--- src/rtl/cache_pkg.sv ---
package cache_pkg;

   //////////////////////////////
   // Address fields
   //////////////////////////////

   // Byte address of 16-bit words
   localparam int ADDR_W   = 16;
   localparam int DATA_W   = 16;

   // Tag in bits 15 to 11
   localparam int TAG_W    = 5;

   // Index in bits 10 to 3
   localparam int INDEX_W  = 8;

   // Word within the line, bits 2 to 1
   localparam int OFFSET_W = 2;

   //////////////////////////////
   // Cache geometry
   //////////////////////////////
   localparam int LINES          = 256;
   localparam int WORDS_PER_LINE = 4;

   //////////////////////////////
   // Main memory and bus
   //////////////////////////////
   localparam int MEM_WORDS  = 32768;

   // One bank per word offset
   localparam int BANK_WORDS = MEM_WORDS / WORDS_PER_LINE;
   localparam int BANK_W     = $clog2(BANK_WORDS);

   // Cycles from stb rise to ack
   localparam int MEM_WAIT   = 2;
   localparam int WAIT_W     = $clog2(MEM_WAIT + 1);

   // Cache controllers behind the arbiter
   localparam int NUM_MASTERS = 2;
   localparam int MASTER_W    = $clog2(NUM_MASTERS);

endpackage
--- src/rtl/cache_ctrl.sv ---
`timescale 1ns/1ps

module cache_ctrl (
   input  logic                           clk,
   input  logic                           rst,
   input  logic [cache_pkg::ADDR_W-1:0]   addr,
   input  logic [cache_pkg::DATA_W-1:0]   wdata,
   input  logic                           rd,
   input  logic                           wr,
   output logic [cache_pkg::DATA_W-1:0]   rdata,
   output logic                           done,
   output logic                           stall,
   output logic                           cache_hit,
   output logic                           err,
   output logic                           arr_en,
   output logic                           arr_we,
   output logic                           arr_set_valid,
   output logic                           arr_set_dirty,
   output logic [cache_pkg::INDEX_W-1:0]  arr_index,
   output logic [cache_pkg::OFFSET_W-1:0] arr_offset,
   output logic [cache_pkg::TAG_W-1:0]    arr_tag,
   output logic [cache_pkg::DATA_W-1:0]   arr_wdata,
   input  logic [cache_pkg::DATA_W-1:0]   arr_rdata,
   input  logic [cache_pkg::TAG_W-1:0]    arr_tag_out,
   input  logic                           arr_valid,
   input  logic                           arr_dirty,
   input  logic                           arr_busy,
   output logic                           cyc,
   output logic                           stb,
   output logic                           we,
   output logic [cache_pkg::ADDR_W-1:0]   adr,
   output logic [cache_pkg::DATA_W-1:0]   dat_w,
   input  logic [cache_pkg::DATA_W-1:0]   dat_r,
   input  logic                           ack
);
   import cache_pkg::*;

   typedef enum logic [2:0] {
      S_IDLE,
      S_COMPARE,
      S_HIT,
      S_EVICT,
      S_FILL,
      S_FINISH
   } state_t;

   state_t state_q;
   state_t state_d;

   // Request held for the whole access
   logic [ADDR_W-1:0]   req_addr;
   logic [DATA_W-1:0]   req_wdata;
   logic                req_wr;
   logic                err_q;
   logic [DATA_W-1:0]   res_q;

   // Word counter and post-ack gap
   logic [OFFSET_W-1:0] cnt_q;
   logic                gap_q;

   logic [TAG_W-1:0]    req_tag;
   logic [INDEX_W-1:0]  req_index;
   logic [OFFSET_W-1:0] req_off;
   logic                take;
   logic                bad;
   logic                hit;
   logic                last_word;

   assign req_tag   = req_addr[ADDR_W-1 -: TAG_W];
   assign req_index = req_addr[OFFSET_W+1 +: INDEX_W];
   assign req_off   = req_addr[1 +: OFFSET_W];

   assign take      = (state_q == S_IDLE) && !arr_busy && (rd || wr);
   // Both strobes or an odd byte address
   assign bad       = (rd && wr) || addr[0];
   assign hit       = arr_valid && (arr_tag_out == req_tag);
   assign last_word = cnt_q == OFFSET_W'(WORDS_PER_LINE - 1);

   //////////////////////////////
   // State machine
   //////////////////////////////
   always_comb begin
      state_d = state_q;
      case (state_q)
         S_IDLE:    if (take) state_d = bad ? S_FINISH : S_COMPARE;
         S_COMPARE: begin
            if (hit)
               state_d = S_HIT;
            else if (arr_valid && arr_dirty)
               state_d = S_EVICT;
            else
               state_d = S_FILL;
         end
         S_EVICT:   if (ack && last_word) state_d = S_FILL;
         S_FILL:    if (ack && last_word) state_d = S_FINISH;
         default:   state_d = S_IDLE;
      endcase
   end

   always_ff @(posedge clk) begin
      if (rst) begin
         state_q <= S_IDLE;
         err_q   <= 1'b0;
         cnt_q   <= '0;
         gap_q   <= 1'b0;
      end else begin
         state_q <= state_d;
         // stb low for one cycle after every ack
         gap_q   <= ack;
         if (state_q == S_IDLE) begin
            cnt_q <= '0;
            if (take) err_q <= bad;
         end else if (ack) begin
            // Wraps to 0 between evict and fill
            cnt_q <= cnt_q + 1'b1;
         end
      end
   end

   // Payload capture
   always_ff @(posedge clk) begin
      if (take) begin
         req_addr  <= addr;
         req_wdata <= wdata;
         req_wr    <= wr;
      end
      // Requested word as it comes back from memory
      if (state_q == S_FILL && ack && cnt_q == req_off) res_q <= dat_r;
   end

   //////////////////////////////
   // Array side
   //////////////////////////////
   always_comb begin
      arr_en        = 1'b0;
      arr_we        = 1'b0;
      arr_set_valid = 1'b0;
      arr_set_dirty = 1'b0;
      arr_index     = req_index;
      arr_offset    = req_off;
      arr_tag       = req_tag;
      arr_wdata     = req_wdata;
      case (state_q)
         S_IDLE: begin
            // Lookup straight from the port
            arr_index  = addr[OFFSET_W+1 +: INDEX_W];
            arr_offset = addr[1 +: OFFSET_W];
            arr_en     = take && !bad;
         end
         S_COMPARE: begin
            if (hit) begin
               // Write hit marks the line dirty
               arr_en        = req_wr;
               arr_we        = req_wr;
               arr_set_valid = 1'b1;
               arr_set_dirty = 1'b1;
            end else if (arr_valid && arr_dirty) begin
               // Preload victim word 0
               arr_en     = 1'b1;
               arr_offset = '0;
            end
         end
         S_EVICT: begin
            // Next victim word ready during the gap
            arr_en     = ack;
            arr_offset = cnt_q + 1'b1;
         end
         S_FILL: begin
            arr_en        = ack;
            arr_we        = ack;
            arr_offset    = cnt_q;
            // Pending store merges into its word
            arr_wdata     = (req_wr && cnt_q == req_off) ? req_wdata : dat_r;
            arr_set_valid = last_word;
            arr_set_dirty = last_word && req_wr;
         end
         default: ;
      endcase
   end

   //////////////////////////////
   // Bus and processor side
   //////////////////////////////

   // cyc drops for the gap between evict and fill
   assign cyc   = (state_q == S_EVICT || state_q == S_FILL) && !(gap_q && cnt_q == '0);
   assign stb   = cyc && !gap_q;
   assign we    = state_q == S_EVICT;
   // Victim goes to the old tag's address
   assign adr   = {(we ? arr_tag_out : req_tag), req_index, cnt_q, 1'b0};
   assign dat_w = arr_rdata;

   assign stall     = (state_q != S_IDLE) || arr_busy;
   assign done      = (state_q == S_HIT) || (state_q == S_FINISH);
   assign cache_hit = state_q == S_HIT;
   assign err       = (state_q == S_FINISH) && err_q;
   assign rdata     = (state_q == S_HIT) ? arr_rdata : res_q;

   // Strobe stays up until the word is acked
   a_stb_until_ack: assert property (@(posedge clk) disable iff (rst) (stb && !ack) |=> stb);

   a_done_pulse: assert property (@(posedge clk) disable iff (rst) done |=> !done);

endmodule

--- config.mk ---
export PLATFORM = sky130hd
export DESIGN_NAME = cache_ctrl
export DESIGN_NICKNAME = d
export VERILOG_FILES = /design/src/rtl/cache_pkg.sv /design/src/rtl/cache_ctrl.sv
export SDC_FILE = /design/constraint.sdc
export NUM_CORES = 1
export LEC_CHECK = 0
export BUFFER_PORTS_ARGS = -buffer_cell sky130_fd_sc_hd__buf_2
export CELL_PAD_IN_SITES_DETAIL_PLACEMENT = 0
export CELL_PAD_IN_SITES_GLOBAL_PLACEMENT = 1
export CORE_AREA = 2 2 95 97
export CTS_BUF_LIST = sky130_fd_sc_hd__clkbuf_4 sky130_fd_sc_hd__clkbuf_8 sky130_fd_sc_hd__clkbuf_16
export CTS_CLUSTER_SIZE = 30
export DETAILED_ROUTE_END_ITERATION = 10
export DIE_AREA = 0 0 97 99
export GPL_TIMING_DRIVEN = 0
export PLACE_DENSITY_LB_ADDON = 0.25
export SETUP_SLACK_MARGIN = 0.3
export SLEW_MARGIN = 20
export SYNTH_ARGS = -nofsm -noshare
export SYNTH_HDL_FRONTEND = slang
export SYNTH_SLANG_ARGS = --single-unit
--- constraint.sdc ---
create_clock -name clk -period 3.6 [get_ports clk]
set_input_delay 0.9 -clock clk [delete_from_list [all_inputs] [get_ports clk]]
set_output_delay 0.9 -clock clk [all_outputs]
set_load 0.01 [all_outputs]
# Word-level counts from Yosys, hierarchy flattened
# Cells that the tools add are included.
dict set report word_totals {
  reg_bits 56
  wordCells 74
  inputBits 77
  out_inout_bits 90
}
dict set report classes {
  add_sub_neg 1
  muxes 23
  reduce_logical 31
  eq_ne 11
}
# cell n
set ops {}
lappend ops {{two-way mux 16 bit} 3}
lappend ops {{two-way mux 3 bit} 6}
lappend ops {{logical AND 1 bit} 15}
lappend ops {{case mux 3 bit (4 select lines)} 1}
lappend ops {{two-way mux 8 bit} 1}
lappend ops {{case mux 2 bit (4 select lines)} 1}
lappend ops {{equality test 3 x 2 -> 1 bit (second input constant)} 2}
lappend ops {{equality test 3 bit (second input constant)} 2}
lappend ops {{case mux 1 bit (2 select lines)} 3}
lappend ops {{equality test 5 bit} 1}
lappend ops {{logical OR 1 bit} 5}
lappend ops {{two-way mux 5 bit} 1}
lappend ops {{zero test 1 bit} 4}
lappend ops {{two-way mux 1 bit} 4}
lappend ops {{two-way mux 2 bit} 2}
lappend ops {{inequality test 2 bit (second input constant)} 2}
lappend ops {{OR reduction 2 bit} 2}
lappend ops {{equality test 3 x 1 -> 1 bit (second input constant)} 1}
lappend ops {{zero test 3 bit} 1}
lappend ops {{case mux 1 bit (3 select lines)} 1}
lappend ops {{AND reduction 3 bit} 1}
lappend ops {{nonzero test 3 bit} 1}
lappend ops {{adder 2 x 1 -> 2 bit (second input constant)} 1}
lappend ops {{equality test 2 bit} 1}
lappend ops {{4 further kinds} 4}

# Depth between registers and ports, before layout
# Gate-level depths: netlist of run 1.
dict set report logic_depth {
  depth_word 5
  mapped_depth 6
  mapped_depth_nobuf 6
}

# Worst setup path before layout of run 1
# OpenSTA, ideal clock, no wires.
dict set report synth_timing {
  path_type {input-to-output}
  from {input port arr_tag_out[3] in the netlist's numbering}
  to {output port arr_offset[0] in the netlist's numbering}
  path_buffers 0
  stages 4
  arrival_time_ns 1.862
  slack_ns 0.838
  cell_sequence {xor2_1 -> or2_2 -> o211a_1 -> o21ai_0}
}
dict set report synth_between {
  elab_chain_len 4
}
# item line_no
set synth_rtl {}
lappend synth_rtl {{start, declared} cache_ctrl.sv:24} ;# input logic [cache_pkg::TAG_W-1:0] arr_tag_out,
lappend synth_rtl {{equality test 5 bit} cache_ctrl.sv:76} ;# assign hit = arr_valid && (arr_tag_out == req_tag);
lappend synth_rtl {{logical AND 1 bit} cache_ctrl.sv:76}
lappend synth_rtl {{two-way mux 2 bit} cache_ctrl.sv:151} ;# if (hit) begin
lappend synth_rtl {{case mux 2 bit (4 select lines)} cache_ctrl.sv:143} ;# case (state_q)
lappend synth_rtl {{end, declared} cache_ctrl.sv:20} ;# output logic [cache_pkg::OFFSET_W-1:0] arr_offset,
# Every way passes these cells.

# Worst setup path in the final report of run 1
dict set report layout_timing {
  from {register state_q[1]}
  to {output port arr_wdata[5] in the netlist's numbering}
}
dict set report layout_between {
  elab_chain_len 2
}
# item line_no
set layout_rtl {}
lappend layout_rtl {{start, declared} cache_ctrl.sv:47} ;# state_t state_q;
lappend layout_rtl {{start signal, assigned} cache_ctrl.sv:107} ;# state_q <= state_d;
lappend layout_rtl {{equality test 3 bit} cache_ctrl.sv:143}
lappend layout_rtl {{two-way mux 16 bit} cache_ctrl.sv:143}
lappend layout_rtl {{end, declared} cache_ctrl.sv:22} ;# output logic [cache_pkg::DATA_W-1:0] arr_wdata,
# Every way passes these cells.

==> results of run 1 <==
-- final cells by class --
cell class	count	area, sq um	share of cell area [%]
Buffer	37	273	6.63
Clock buffer	5	68.8	1.67
Clock inverter	3	43.8	1.06
Inverter	5	18.8	0.456
Multi-Input combinational cell	138	1150	28.0
Sequential cell	55	1580	38.4
Tap cell	108	135	3.28
Timing Repair Buffer	165	841	20.4
-- registers in the layout, summed over array words and instances (netlist names) --
signal and cells:
cnt_q 2, err_q 1, gap_q 1, req_wdata 16, req_addr 15, req_wr 1
res_q 16, state_q 3
-- logic make-up after synthesis --
family          after synthesis  synth area share (%)
flops                        55                  52.4
mux                          49                  18.1
simple gates                 49                  9.53
buf+inv                      42                  9.65
compound gates               28                  6.75
xor+xnor                      8                  2.32
fa+ha+maj                     3                  1.16
other cells                   1                 0.124
-- per-stage QoR --
| stage | setup WS (ns) | instances | total power, W |
|---|---|---|---|
| 4_1_cts | 0.541 | 516 | 0.00163 |
| 3_5_place_dp | 0.632 | 508 | 0.00121 |
| 5_1_grt | 0.442 | 516 | 0.00169 |
| 6_report | 0.568 | 516 | 0.00160 |
| 2_1_floorplan | 0.838 | 235 | 0.00103 |
| 3_3_place_gp | 0.327 | 507 | 0.00120 |
-- cell usage after synthesis, drive strengths merged (2+ instances only) --
master   number  area (sq um)
mux2         45           507
xnor2         6          52.6
buf          36           269
xor2          2          17.5
ha            2          25.0
nand3         3          15.0
nand2        12          45.0
nor2b         2          12.5
a21oi         7          35.0
mux2i         4          40.0
inv           5          18.8
nor2         12          65.1
nor3          6          46.3
a21o          2          15.0
and3          4          25.0
o21ai         7          35.0
nand2b        3          21.3
a2111oi       2          23.8
edfxtp       48          1440
nand3b        2          15.0
o211ai        2          15.0
dfxtp         7           140
-- worst max-delay path: cells and delay by family, from the launching register on --
family	cells	cell delay, ns
buffers and inverters	2	0.35
AOI/OAI and AO/OA	1	0.33
muxes	1	0.34
and+or+nand+nor	2	0.43
DFF	1	0.38
-- report_power, final --
group,total (W),internal [W],switching [W]
logic,0.000425,0.000210,0.000215
clock network,0.000416,0.000208,0.000209
registers,0.000762,0.000742,0.0000197
-- routing by layer --
| layer | routed length, um | GRT usage [%] | vias to the layer above | share of wire (%) |
|---|---|---|---|---|
| met3 | 558 | 3.40 | 7 | 7.9 |
| met4 | 31 | 2.17 | 0 | 0.44 |
| li1 | - | - | 1180 | - |
| met1 | 3010 | 18.1 | 1080 | 43 |
| met2 | 3460 | 26.3 | 122 | 49 |
| met5 | 0 | 0 | - | 0 |
-- worst paths after layout --
kind,from,to,slack [ns]
setup / recovery,state_q[1],arr_wdata[5],0.57
hold reg to reg,err_q,err_q,0.51
setup reg to reg,state_q[1],res_q[9],1.66
hold / removal,err_q,err_q,0.51
==> metrics, run 1 <==
DR vias/cell 4.63; Min-Delay Path Class flop to flop; Pleak 1.81 nW; Synth Cell Area 3020 sq um; detailed router's first-iteration violation count 118; ordered cell list for the critical path nor2_2, nand2_1, a31oi_4, buf_6, mux2_1, buf_2; RSZ-0062 raised after global routing no; Critical-path top delay cell dfxtp_1; Slew @ Worst Pin 0.784 ns; DR DRC count 0; crit path DAT 2.13 ns; clk root buf clkbuf_8; crit end category primary output; first-pass GRT wire length 11,300 um; Clock Latency Late Sink 0.31 ns; Syn. warnings 0; final core utilization 48.1%; power density cells 390 nW/um^2; clock tree buffer depth 2; antenna-violating nets left 0; DR WL/cell 13.7 um; Post-CTS Setup Inserts 0; Core Region 8550 sq um; Post-CTS Resized 0; Final Wtd Congestion 0.766; row cnt 34; most frequent cells in the layout 166 x buf_2, 48 x edfxtp_1, 35 x mux2_2; Fin. Hold Viols 0; Die Span X 97 um; DP HPWL 5460 um; detailed-route via count 2,389; total CTS buffers 5; Reg clk slew, reported paths 0.10 ns; status complete, no violations; Worst Path Class, Setup flop to primary output; antenna violations before repair 0; TritonCTS clock tree yes; Post-synth top flop edfxtp_1; initial core utilization 35.3%; dpl cell area 4000 sq um; number of synthesized flops with an enable pin 48; post-synthesis cell count 235; ys async rst share 0%; Post-CTS Hold Buffers 0; Post-Syn Nets 314; antenna fix cells 0; GRT overflow 0; VDD IR max 0.260 mV; cell area after layout 4110 sq um; layout cell share with drive strength beyond 1 62.7%; CP startpoint kind flop; top achievable clock speed 0.330 GHz; DR pass1 iterations 4; Pins Over Slew Limit 0; final setup fails 0; Die Ht 99 um; hold depth 2; Tcrit/Tclk final 84.2%; H-tree depth 2; PortBufs 164; final setup TNS 0 ns; synthesis-stage register bit count 55; Area Growth Syn to Fin 36.2%; # clock sinks 55; crit-path max cell delay 0.38 ns; die area 9600 sq um; Final nets 486; Filler Cells Inserted 822; fin crit period 3.03 ns; Critical Path RT 2.70 ns; FF-to-FF path depth 3; most common cell after layout, fill and taps aside buf_2; final hold slack 0.512 ns; gr usage total 14.5%; MaxCap Viol Count 0; vias in the first global route 2,297; Seq/Total Area, Yosys 52.4%; CP Max Fanout 10; IO Pins 167; final wirelength 7060 um; relative slew slack 47.8%; Clock Skews 0.00596 ns; post-synthesis cell type count 48; Synth Area per Inst 12.9 sq um; largest net degree at the start of global routing 25
(Power assumes the default switching activity.)
==> inputs of run 2 (changes only) <==
--- a/config.mk
+++ b/config.mk
@@ -5,14 +5,15 @@
 export SDC_FILE = /design/constraint.sdc
 export NUM_CORES = 1
 export LEC_CHECK = 0
+export ABC_AREA = 1
 export BUFFER_PORTS_ARGS = -buffer_cell sky130_fd_sc_hd__buf_2
 export CELL_PAD_IN_SITES_DETAIL_PLACEMENT = 0
 export CELL_PAD_IN_SITES_GLOBAL_PLACEMENT = 1
-export CORE_AREA = 2 2 95 97
+export CORE_AREA = 2 2 101 103
 export CTS_BUF_LIST = sky130_fd_sc_hd__clkbuf_4 sky130_fd_sc_hd__clkbuf_8 sky130_fd_sc_hd__clkbuf_16
 export CTS_CLUSTER_SIZE = 30
 export DETAILED_ROUTE_END_ITERATION = 10
-export DIE_AREA = 0 0 97 99
+export DIE_AREA = 0 0 103 105
 export GPL_TIMING_DRIVEN = 0
 export PLACE_DENSITY_LB_ADDON = 0.25
 export SETUP_SLACK_MARGIN = 0.3
==> constraint.sdc (replaced) <==
create_clock -name clk -period 3.1 [get_ports clk]
set_input_delay 0.775 -clock clk [delete_from_list [all_inputs] [get_ports clk]]
set_output_delay 0.775 -clock clk [all_outputs]
set_load 0.01 [all_outputs]
==> run 2 against run 1 <==
  * Hold slack worse by 0.025 ns
  * Critical path depth increased by 2
  * Sequential power grew 34%
  * First-iteration DRC count decreased by 23%
  * Clock skew rose by 0.011 ns
  * Clock power barely moved
  * Wire length up 11%
  * Sequential share of layout area increased by 0.55 points
  * Highest routed layer unchanged
==> metrics, run 2 <==
status complete, no violations; Die Span X 103 um; CP Max Fanout 10; final wirelength 7840 um; Reg clk slew, reported paths 0.10 ns; Seq/Total Area, Yosys 54.0%; Slew @ Worst Pin 0.719 ns; top-count cell post-synth nand2_1; Core Region 9640 sq um; post-synthesis cell type count 28; clk root buf clkbuf_8; PortBufs 165; Worst path top cell family by delay buffers and inverters; DP HPWL 6280 um; VDD IR max 0.348 mV; DR WL/cell 12.1 um; Pins Over Slew Limit 0; top achievable clock speed 0.378 GHz; Critical-path top delay cell dfxtp_1; most frequent CP cell nand2_1; Critical Path RT 2.32 ns; antenna violations before repair 0; largest area contributor in the netlist edfxtp_1; Post-synth top flop edfxtp_1; gr usage total 14.0%; Post-CTS Hold Buffers 0; Sw Share 39.4%; number of synthesized flops with an enable pin 48; DR DRC count 0; crit-path max cell delay 0.41 ns; IO Pins 167; layout cell share with drive strength beyond 1 44.0%; power density cells 638 nW/um^2; DR pass1 iterations 4; Filler Cells Inserted 1,067; vias in the first global route 2,489; post-synthesis cell count 341; detailed-route via count 2,661; antenna fix cells 0; detailed router's first-iteration violation count 91; Final nets 594; first-pass GRT wire length 11,900 um; RSZ-0062 raised after global routing yes; final setup fails 0; CP startpoint kind flop; area occupied by multi-input gates 931 sq um; DR vias/cell 4.10; H-tree depth 2; Clock Skews 0.0174 ns; internal power 0.00157 W; most common cell after layout, fill and taps aside buf_2; Die Ht 105 um; Seq pwr share 39.4%; Largest regs req_wdata: 16 flops, res_q: 16 flops, req_addr: 15 flops; row cnt 36; Worst Path Class, Setup flop to primary output; synthesis-stage register bit count 55; largest net degree at the start of global routing 33; Synth area leaders edfxtp_1 49%, nand2_1 17%, buf_4 7.7%; final setup TNS 0 ns; Comb power frac 44.6%; GRT overflow 0; Clock Latency Late Sink 0.32 ns; Synth Area per Inst 8.58 sq um; TritonCTS clock tree yes; die area 10,800 sq um; MaxCap Viol Count 0; Post-Syn Nets 420; total CTS buffers 5; Fin. Hold Viols 0; Final Wtd Congestion 0.852; antenna-violating nets left 0; clock group share of total power 16.0%; crit end category primary output; ordered cell list for the critical path inv_1, nand2_1, nand4_1, o21ai_4, clkbuf_4, nand2_1, o21ai_0, buf_2; dpl cells 640; final core utilization 42.1%; non-filler cells, final 649; Syn. warnings 0; Pleak 2.13 nW; Reg area 1580 sq um; WP buf/inv 3; fin crit period 2.64 ns; Psw 0.00102 W; most frequent cells in the layout 168 x buf_2, 131 x nand2_1, 48 x edfxtp_1; Min-Delay Path Class flop to flop; clock tree buffer depth 2; crit path DAT 1.87 ns; Synth Cell Area 2930 sq um; ys async rst share 0%; # clock sinks 55; initial core utilization 30.4%; Area Growth Syn to Fin 38.7%; top-area cell type share of the netlist area 49.3%; relative slew slack 52.0%; Tcrit/Tclk final 85.2%; synth cell count leaders 131 x nand2_1, 48 x edfxtp_1, 41 x inv_1, 30 x buf_4, 24 x o21ai_0
run 2: layout make-up:
class | count | share of cell area, %
buffer | 37 | 6.69
clock buffer | 6 | 1.88
clock inverter | 2 | 0.432
inverter | 46 | 4.25
multi-input combinational | 203 | 22.9
sequential | 55 | 39.0
tap | 133 | 4.10
timing repair buffer | 167 | 20.7
run 2: final timing paths:
path,to,slack [ns],depth (start not counted),start
hold / removal,err_q,0.49,2,err_q
hold reg to reg,err_q,0.49,2,err_q
setup reg to reg,res_q[8],1.06,6,state_q[0]
setup / recovery,arr_wdata[8],0.46,8,cnt_q[1]
run 2: repair_timing:
action | in CTS | in global routing
pin swaps | 0 | 2
endpoints found under the setup margin | 12 | 28
resized for setup | 2 | 5
buffers inserted | 0 | 1
cloned | 0 | 0
run 2: cell families after synthesis:
kind of cell,synth area share (%)
AND/OR/NAND/NOR,21.9
buffers and inverters,15.0
flip-flops,54.0
AO/OA/AOI/OAI,7.78
adder cells (fa/ha/maj),0.855
XOR/XNOR,0.299
other,0.128
run 2: power groups by stage:
stage / clock (W) / sequential [W] / combinational, W
5_1_grt: 0.000453 / 0.00104 / 0.00130
6_report: 0.000414 / 0.00102 / 0.00115
3_3_place_gp: 0 / 0.00103 / 0.00114
4_1_cts: 0.000430 / 0.00102 / 0.00116
3_5_place_dp: 0 / 0.00103 / 0.00115
2_1_floorplan: 0 / 0.00102 / 0.000689
run 2: layer usage:
metal  wire (um)  vias to the layer above  global-route usage (%)
met1        3580                     1142                    17.8
li1            -                     1402                       -
met2        3500                      113                    23.7
met5           0                        -                       0
met4          44                        0                    2.82
met3         715                        4                    3.88
run 2: per-stage QoR:
stage	hold WS, ns	area, sq um	total power (W)	setup slack, ns
global route	0.512	4060	0.00279	0.268
detailed placement	0.482	3930	0.00218	0.423
global placement	0.487	3920	0.00217	0.0452
CTS	0.498	4030	0.00261	0.311
finish	0.487	4060	0.00259	0.457
floorplan	0.438	2930	0.00171	0.696
run 2: worst min-delay path, delay by kind of cell, from the launching register on:
| family | cells | cell delay, ns |
|---|---|---|
| DFF | 1 | 0.31 |
| buffers and inverters | 1 | 0.07 |
| AOI/OAI and AO/OA | 1 | 0.07 |
==> inputs of run 3 (changes only) <==
--- a/config.mk
+++ b/config.mk
@@ -15,7 +15,7 @@
 export DETAILED_ROUTE_END_ITERATION = 10
 export DIE_AREA = 0 0 103 105
 export GPL_TIMING_DRIVEN = 0
-export PLACE_DENSITY_LB_ADDON = 0.25
+export PLACE_DENSITY_LB_ADDON = 0.1
 export SETUP_SLACK_MARGIN = 0.3
 export SLEW_MARGIN = 20
 export SYNTH_ARGS = -nofsm -noshare
==> run 3 against run 2 <==
  * Cell count is the same
  * Critical endpoint is now arr_offset[0]
  * Hold slack better by 0.024 ns
  * Register-to-register slack got worse by 0.04 ns
  * Largest power group unchanged
  * Non-clock buffer count is the same
  * Worst setup slack worse by 0.025 ns
  * Flip-flop and latch count unchanged
  * Clock skew is 0.0088 ns lower
  * Wire length is 2.6% higher
  * Largest cell class unchanged
  * Power is 5.6% higher
  * First-iteration DRC count increased by 4.4%
==> metrics, run 3 (synthesis gave the netlist of run 2 again) <==
status complete, no violations; Total Power 0.00273 W; most common cell after layout, fill and taps aside buf_2; vias in the first global route 2,482; non-filler cells, final 649; final setup TNS 0 ns; crit path DAT 1.89 ns; total CTS buffers 5; WHS Endpoint err_q; dpl cell area 3930 sq um; Worst Path Class, Setup input port to primary output; Critical Path RT 2.32 ns; clk root buf clkbuf_8; largest net degree at the start of global routing 33; R2R Setup Slk 1.02 ns; Fin. Hold Viols 0; DR pass1 iterations 4; # clock sinks 55; row cnt 36; Pins Over Slew Limit 0; cell area after layout 4100 sq um; first-pass GRT wire length 12,400 um; Post-CTS Hold Buffers 0; H-tree depth 2; Tcrit/Tclk final 86.0%; initial core utilization 30.4%; PortBufs 165; DR WL/cell 12.4 um; Area Growth Syn to Fin 40.0%; Min-Delay Path Class flop to flop; Clock Latency Late Sink 0.31 ns; CP startpoint kind input port; Final nets 594; worst reg2reg endpoint res_q[8]; layout cell share with drive strength beyond 1 44.2%; Pleak 2.15 nW; final wirelength 8040 um; DR DRC count 0; antenna violations before repair 0; Die Span X 103 um; Core Region 9640 sq um; FF-to-FF path depth 6; detailed-route via count 2,687; Die Ht 105 um; clock tree buffer depth 2; MaxCap Viol Count 0; critical hold path startpoint err_q; reg-to-reg startpoint state_q[0]; CP Max Fanout 7; Reg clk slew, reported paths 0.09 ns; relative slew slack 52.2%; crit end category primary output; final setup fails 0; DR vias/cell 4.14; Clock Skews 0.00861 ns; RSZ-0062 raised after global routing no; IO Pins 167; Final Wtd Congestion 0.769; fin crit period 2.67 ns; dpl cells 640; Slew @ Worst Pin 0.716 ns; top achievable clock speed 0.375 GHz; antenna-violating nets left 0; VDD IR max 0.300 mV; TritonCTS clock tree yes; GRT overflow 0; antenna fix cells 0; detailed router's first-iteration violation count 95; hold depth 2; gr usage total 14.7%; DP HPWL 6530 um; most frequent cells in the layout 169 x buf_2, 131 x nand2_1, 48 x edfxtp_1; die area 10,800 sq um; power density cells 667 nW/um^2; Largest regs req_wdata: 16 flops, res_q: 16 flops, req_addr: 15 flops
run 3: worst max-delay path, stage by stage:
cell and delay, ns:
buf_2 0.09, inv_1 0.04, nand2_1 0.05, nand2_1 0.06
nor2_1 0.09, nand3_1 0.23, nand2_1 0.12, a21oi_1 0.10
o21ai_0 0.18, buf_2 0.16
run 3: layout make-up:
type | instances | area (sq um)
Tap cell | 133 | 166
Sequential cell | 55 | 1590
Clock inverter | 2 | 60.1
Inverter | 46 | 173
Timing Repair Buffer | 167 | 841
Fill cell | 1030 | 5540
Buffer | 37 | 269
Clock buffer | 6 | 76.3
Multi-Input combinational cell | 203 | 926
run 3: what timing repair did:
item,4_1_cts,5_1_grt
hold endpoints to repair,0,0
gates resized for setup,1,8
endpoints found under the setup margin,11,24
setup buffers,0,1
pin swaps,0,1
run 3: metrics by stage:
stage | utilization (%) | hold slack (ns) | worst slack, ns
after floorplan | - | 0.438 | 0.696
after global placement | 40.7 | 0.502 | -0.0357
after detailed placement | 40.8 | 0.495 | 0.391
after CTS | 42.2 | 0.512 | 0.346
after global routing | 42.5 | 0.541 | 0.317
final | 42.5 | 0.511 | 0.433
run 3: worst max-delay path by stage:
| stage | from | to | depth (start not counted) |
|---|---|---|---|
| 6_report | arr_tag_out[4] | arr_offset[0] | 10 |
| 3_3_place_gp | ack | res_q[8] | 3 |
| 4_1_cts | cnt_q[1] | arr_wdata[4] | 8 |
| 2_1_floorplan | ack | res_q[0] | 2 |
| 3_5_place_dp | arr_tag_out[4] | arr_offset[0] | 10 |
| 5_1_grt | state_q[0] | arr_wdata[1] | 7 |
run 3: report_power, final:
| part | switching [W] | internal [W] | leakage, nW | total, W |
|---|---|---|---|---|
| sequential | 0.0000720 | 0.000949 | 0.503 | 0.00102 |
| combinational | 0.000702 | 0.000449 | 1.58 | 0.00115 |
| clock | 0.000230 | 0.000332 | 0.0688 | 0.000562 |
| total | 0.00100 | 0.00173 | 2.15 | 0.00273 |
run 3: routing by layer:
metal	vias up	global-route usage [%]	routed length, um
met5	-	0	0
met4	0	3.10	53
met3	5	5.02	882
met2	120	24.4	3630
met1	1160	18.3	3470
li1	1402	-	-
